[src/hw/mem_subsystem_config.svh]
`ifndef MEM_SUBSYSTEM_CONFIG_SVH
`define MEM_SUBSYSTEM_CONFIG_SVH

// Store buffer geometry
`define SB_DEPTH 32
`define SB_IDX_W 5  // log2 of SB_DEPTH

// Datapath widths
`define DATA_W 16
`define ADDR_W 16

// Low address bits decoded by the data memory
`define MEM_ADDR_BITS 8

`endif
[src/hw/mem_subsystem_pkg.sv]
`default_nettype none

`include "mem_subsystem_config.svh"

package mem_subsystem_pkg;

	// ------------------------------
	// Basic vectors
	typedef logic [`ADDR_W-1:0]   addr_t;    // word address
	typedef logic [`DATA_W-1:0]   data_t;
	typedef logic [`SB_IDX_W-1:0] sb_idx_t;  // store buffer slot

	// ------------------------------
	// Memory operation from issue
	typedef struct packed {
		logic    is_store;   // 0 means load
		addr_t   base;
		addr_t   offset;
		data_t   src_data;   // Store data only
		sb_idx_t sb_index;   // Slot reserved at dispatch
	} ls_issue_t;

	// Executed store into its slot
	typedef struct packed {
		sb_idx_t index;
		addr_t   addr;
		data_t   data;
	} sb_fill_t;

	// Forwarding answer for a load
	typedef struct packed {
		logic  match;
		data_t data;
	} sb_search_t;

	// Cache port request, at most one of read/write
	typedef struct packed {
		logic  read;
		logic  write;
		addr_t addr;
		data_t data;
	} mem_req_t;

endpackage

`default_nettype wire

[src/hw/load_store_unit.sv]
`default_nettype none
`timescale 1ns/1ps

module load_store_unit (
	input  wire clk,
	input  wire rst_n,
	// From issue
	input  wire issue_valid,
	input  wire mem_subsystem_pkg::ls_issue_t issue,
	// Store buffer side
	output logic sb_fill_valid,
	output mem_subsystem_pkg::sb_fill_t sb_fill,
	output mem_subsystem_pkg::addr_t search_addr,
	input  wire mem_subsystem_pkg::sb_search_t sb_search,
	// Cache port
	output logic load_req,
	output mem_subsystem_pkg::addr_t load_addr,
	input  wire mem_subsystem_pkg::data_t mem_rdata,
	// Load result
	output logic load_done,
	output mem_subsystem_pkg::data_t load_data
);
	import mem_subsystem_pkg::*;

	addr_t eff_addr;
	logic is_load;
	logic load_pending_q;  // Load issued last cycle
	sb_search_t fwd_q;     // Forward result captured at issue

	// ------------------------------
	// Address generation and routing
	assign eff_addr = issue.base + issue.offset;
	assign is_load = issue_valid & ~issue.is_store;

	assign sb_fill_valid = issue_valid & issue.is_store;
	assign sb_fill = '{index: issue.sb_index, addr: eff_addr, data: issue.src_data};

	// Loads probe the buffer and read memory in parallel
	assign search_addr = eff_addr;
	assign load_req = is_load;
	assign load_addr = eff_addr;

	// ------------------------------
	// One-cycle load return
	always_ff @(posedge clk) begin
		if (!rst_n) begin
			load_pending_q <= 1'b0;
		end else begin
			load_pending_q <= is_load;
		end
	end

	always_ff @(posedge clk) begin
		fwd_q <= sb_search;
	end

	assign load_done = load_pending_q;
	assign load_data = fwd_q.match ? fwd_q.data : mem_rdata;  // Buffer wins over memory

endmodule

`default_nettype wire

[config.mk]
export PLATFORM = sky130hd
export DESIGN_NAME = load_store_unit
export DESIGN_NICKNAME = d
export VERILOG_FILES = /design/src/hw/mem_subsystem_pkg.sv /design/src/hw/load_store_unit.sv
export VERILOG_INCLUDE_DIRS = /design/src /design/src/hw
export SDC_FILE = /design/constraint.sdc
export NUM_CORES = 1
export LEC_CHECK = 0
export BUFFER_PORTS_ARGS = -buffer_cell sky130_fd_sc_hd__buf_2
export CAP_MARGIN = 20
export CORE_AREA = 2 2 70 72
export CTS_BUF_LIST = sky130_fd_sc_hd__clkbuf_8
export CTS_CLUSTER_DIAMETER = 50
export CTS_CLUSTER_SIZE = 24
export DETAILED_ROUTE_END_ITERATION = 10
export DIE_AREA = 0 0 72 74
export PLACE_DENSITY_LB_ADDON = 0.15
export SLEW_MARGIN = 20
export SYNTH_ARGS = -nofsm -noshare
export SYNTH_HDL_FRONTEND = slang
export SYNTH_SLANG_ARGS = --single-unit
[constraint.sdc]
create_clock -name clk -period 6.7 [get_ports clk]
set_input_delay 1.005 -clock clk [delete_from_list [all_inputs] [get_ports clk]]
set_output_delay 1.005 -clock clk [all_outputs]
set_load 0.05 [all_outputs]
After elaboration in Yosys (flattened, before gate mapping)
Index checks and enable logic that the tools add are counted.
Widths: inputs -> output; s select.
{"block": "op_classes", "addsub": 1, "mux": 1, "n_bitwise": 3}
{"cell": "$add 16x16->16", "count": 1}
{"cell": "$mux 16", "count": 1}
{"cell": "$and 1x1->1", "count": 2}
{"cell": "$not 1->1", "count": 1}
{"block": "totals", "register_bits": 18, "input_bits": 90, "out_inout_bits": 88, "word_cells": 8}

Logic depth before layout (Yosys ltp)
{"block": "depth", "depth_word": 2, "depth_mapped": 8, "ltp_nobuf": 7}

Worst setup path after synthesis
No wires, ideal clock.
{"block": "synth_timing", "kind": "input port to output port", "start": "input port issue[25] in the netlist's numbering", "end": "output port sb_fill[25] in the netlist's numbering", "arrival_time_ns": 5.180, "t_required_ns": 5.695, "path_slack_ns": 0.515, "cell_stages": 8, "n_path_buf": 2, "path_cell_list": "ha_1 > buf_2 > and3_1 > a31oi_1 > o21ai_1 > mux2i_1 > a2111oi_0 > buf_4"}
{"block": "synth_via", "elab_chain_cells": 1}
{"element": "from (decl)", "line": "load_store_unit.sv:9", "text": "input wire mem_subsystem_pkg::ls_issue_t issue,"}
{"element": "$add 16x16->16", "line": "load_store_unit.sv:32", "text": "assign eff_addr = issue.base + issue.offset;"}
{"element": "to (decl)", "line": "load_store_unit.sv:12", "text": "output mem_subsystem_pkg::sb_fill_t sb_fill,"}
No other way between the ends.

Final worst setup path
{"block": "layout_timing", "start": "input port issue[21] in the netlist's numbering", "end": "output port load_addr[14]"}
{"block": "layout_via", "elab_chain_cells": 1}
{"element": "$add 16x16->16", "line": "load_store_unit.sv:32"}
{"element": "to (decl)", "line": "load_store_unit.sv:17", "text": "output mem_subsystem_pkg::addr_t load_addr,"}
No other way between the ends.

==> results by group <==
Worst setup path
  – Largest fanout on the critical path: 3
  – Worst setup EP type: output pin
  – Setup CP Type: in -> out
  – Startpoint types: input port
  – Req. time, crit path: 5.69 ns
  – Critical Path AT: 3.20 ns

Die
  – Core area: 4598 µm²
  – Die area: 5328 µm²
  – Initial Util: 37.90%
  – Row cnt: 25
  – Die Height: 74 µm
  – Die X: 72 µm
  – I/O pins: 178

Timing
  – Hold Vio Cnt, Final: 0
  – Final Cycle Share: 62.71%
  – Final setup viols: 0
  – Final slew viol count: 0
  – Slew margin rel.: 52.46%
  – Fin crit period: 4.201 ns
  – Max Clk Rate: 238.0 MHz
  – Slew @ Worst Pin: 0.6951 ns
  – RSZ-0062 raised after global routing: false
  – Hold_ws: 0.8543 ns
  – Final setup TNS: 0 ns

Finish
  – FF+latch area: 360.3 µm²
  – # fillers: 487
  – Layout Cells excl Fill: 324
  – Layout cells sized above 1: 58.15%
  – Area Overhead vs Synth: 20.89%
  – Multi-input logic area: 944.7 µm²
  – Fin nets: 377
  – N_diodes: 0
  – Finished Cell Area: 2107 µm²

Placed design
  – Post-place instance area: 2052 µm²
  – Port Buffers: 135
  – Gpl congestion: 0.7682
  – Dpl hpwl: 3417 µm
  – Inst Count DP: 320

Detailed routing
  – Drt wl/cell: 12.03 µm
  – Via Count: 1560
  – Post-route DRC violation count: 0
  – Routed WL: 3897 µm
  – Initial DRC count: 43
  – Antenna-violating nets left: 0
  – Pre-antenna DRT Iters: 4
  – Vias per inst: 4.815

Clock network
  – Clock transition at path regs: 0.06 ns
  – Hold_buf cts: 0
  – CTS resizes: 0
  – TritonCTS clock tree: done
  – CTS Sinks: 18
  – Clock Path Buffers: 2
  – Postcts setup bufs: 0
  – CTS Buf Count: 3
  – CTS Root Cell: clkbuf_8
  – Htree depth: 1

Logic synthesis
  – YS warnings: 0
  – Ranking of synthesized cells by area: buf_4 23%, dfxtp_1 21%, ha_1 11%
  – Syn Nets: 297
  – Sequential cell area fraction in the yosys report: 20.67%
  – Post-synthesis cell area: 1743 µm²
  – Top cell type by total area after synthesis: buf_4
  – Syn avg cell area: 9.125 µm²
  – Library cells used by synthesis: 39
  – Post-Synthesis Cells: 191
  – Top cell type's share of synthesized area: 22.83%
  – FF+latch count, synth: 18

Pwr
  – Pwr Density: 300.2 nW/µm²
  – Worst VDD drop: 0.1478 mV
  – Total Power: 0.6325 mW
  – Leakage: 1.130 nW

Hold path
  – Worst Hold Class: in -> reg

Global route
  – Largest net degree at the start of global routing: 17
  – Initial antenna violation count: 0
  – Gr usage total: 13.79%
  – Remaining global-route overflow: 0
  – First-pass GRT wire length: 5885 µm
  – Vias in the first global route: 1381

Flow run
  – Maximum capacitance violations: 0

Status
  – Status: complete, no violations
placed cells by master (no fill, tap or decap), types with 6 or more instances in the layout:
master   count
a21oi_1     13
a21o_1       6
xnor2_1     12
ha_1        15
mux2_2      16
buf_2      135
dfxtp_1     18
nand2_1      6
metrics by stage:
| stage | utilization [%] | setup WS, ns |
|---|---|---|
| global route | 45.82 | 2.291 |
| detailed placement | 44.63 | 2.466 |
| finish | 45.82 | 2.499 |
| CTS | 45.82 | 2.445 |
| global placement | 44.63 | 2.485 |
| floorplan | - | 0.5150 |
power by group:
group | internal [mW] | total (mW) | switching [mW]
combinational | 0.103 | 0.432 | 0.329
sequential | 0.113 | 0.115 | 0.00276
clock | 0.0521 | 0.0853 | 0.0332
registers in the layout, summed over array words and instances (netlist names):
signal / flops
fwd_q: 17
load_done: 1
routing by layer:
metal  GRT usage (%)  share of wire (%)  routed length, µm  vias to the layer above
li1                -                  -                  -                      782
met1           14.33                 37               1426                      670
met2           26.54                 51               1974                      102
met3           3.930                 11                433                        6
met4           4.822                1.6                 63                        0
met5               0                  0                  0                        -
path summary, 6_finish.rpt:
| kind | from | endpoint | cells past startpoint |
|---|---|---|---|
| max | issue[21] | load_addr[14] | 9 |
| min | sb_search[5] | fwd_q[5] | 1 |
final cells by class:
cell class / instances / share of cell area [%]
Multi-Input combinational cell: 112 / 44.83
Timing Repair Buffer: 135 / 32.07
Sequential cell: 18 / 17.10
Tap cell: 54 / 3.207
Clock buffer: 4 / 2.613
Inverter: 1 / 0.1781
Yosys cell counts (all sizes together):
cell type / number
buf: 57
dfxtp: 18
mux2: 16
ha: 15
a21oi: 13
xnor2: 12
a21o: 6
nand2: 6
and2: 4
and3: 4
nand4: 4
o21ai: 4
clkbuf: 3
a2111oi: 2
a211oi: 2
a31oi: 2
mux2i: 2
nand3: 2
nor2: 2
o31ai: 2
xor2: 2
a211o: 1
a221o: 1
a221oi: 1
a31o: 1
fa: 1
inv: 1
nor2b: 1
nor3: 1
nor3b: 1
nor4: 1
o21bai: 1
o41ai: 1
or3: 1
cells by family after synthesis:
family	share of synthesized area, %
AND/OR/NAND/NOR	8.399
XOR/XNOR	7.035
flip-flops	20.68
multiplexers	11.49
adder cells (fa/ha/maj)	11.92
AO/OA/AOI/OAI	15.36
buffers and inverters	25.13
worst max-delay path, stage by stage:
cell and delay (ns):
buf_2 0.10, ha_1 0.22, fa_1 0.40, a21o_1 0.22, a31oi_1 0.30, o31ai_1 0.18
a221oi_2 0.28, xnor2_1 0.19, buf_2 0.31
Note: power is estimated with default switching activity, not from simulation.
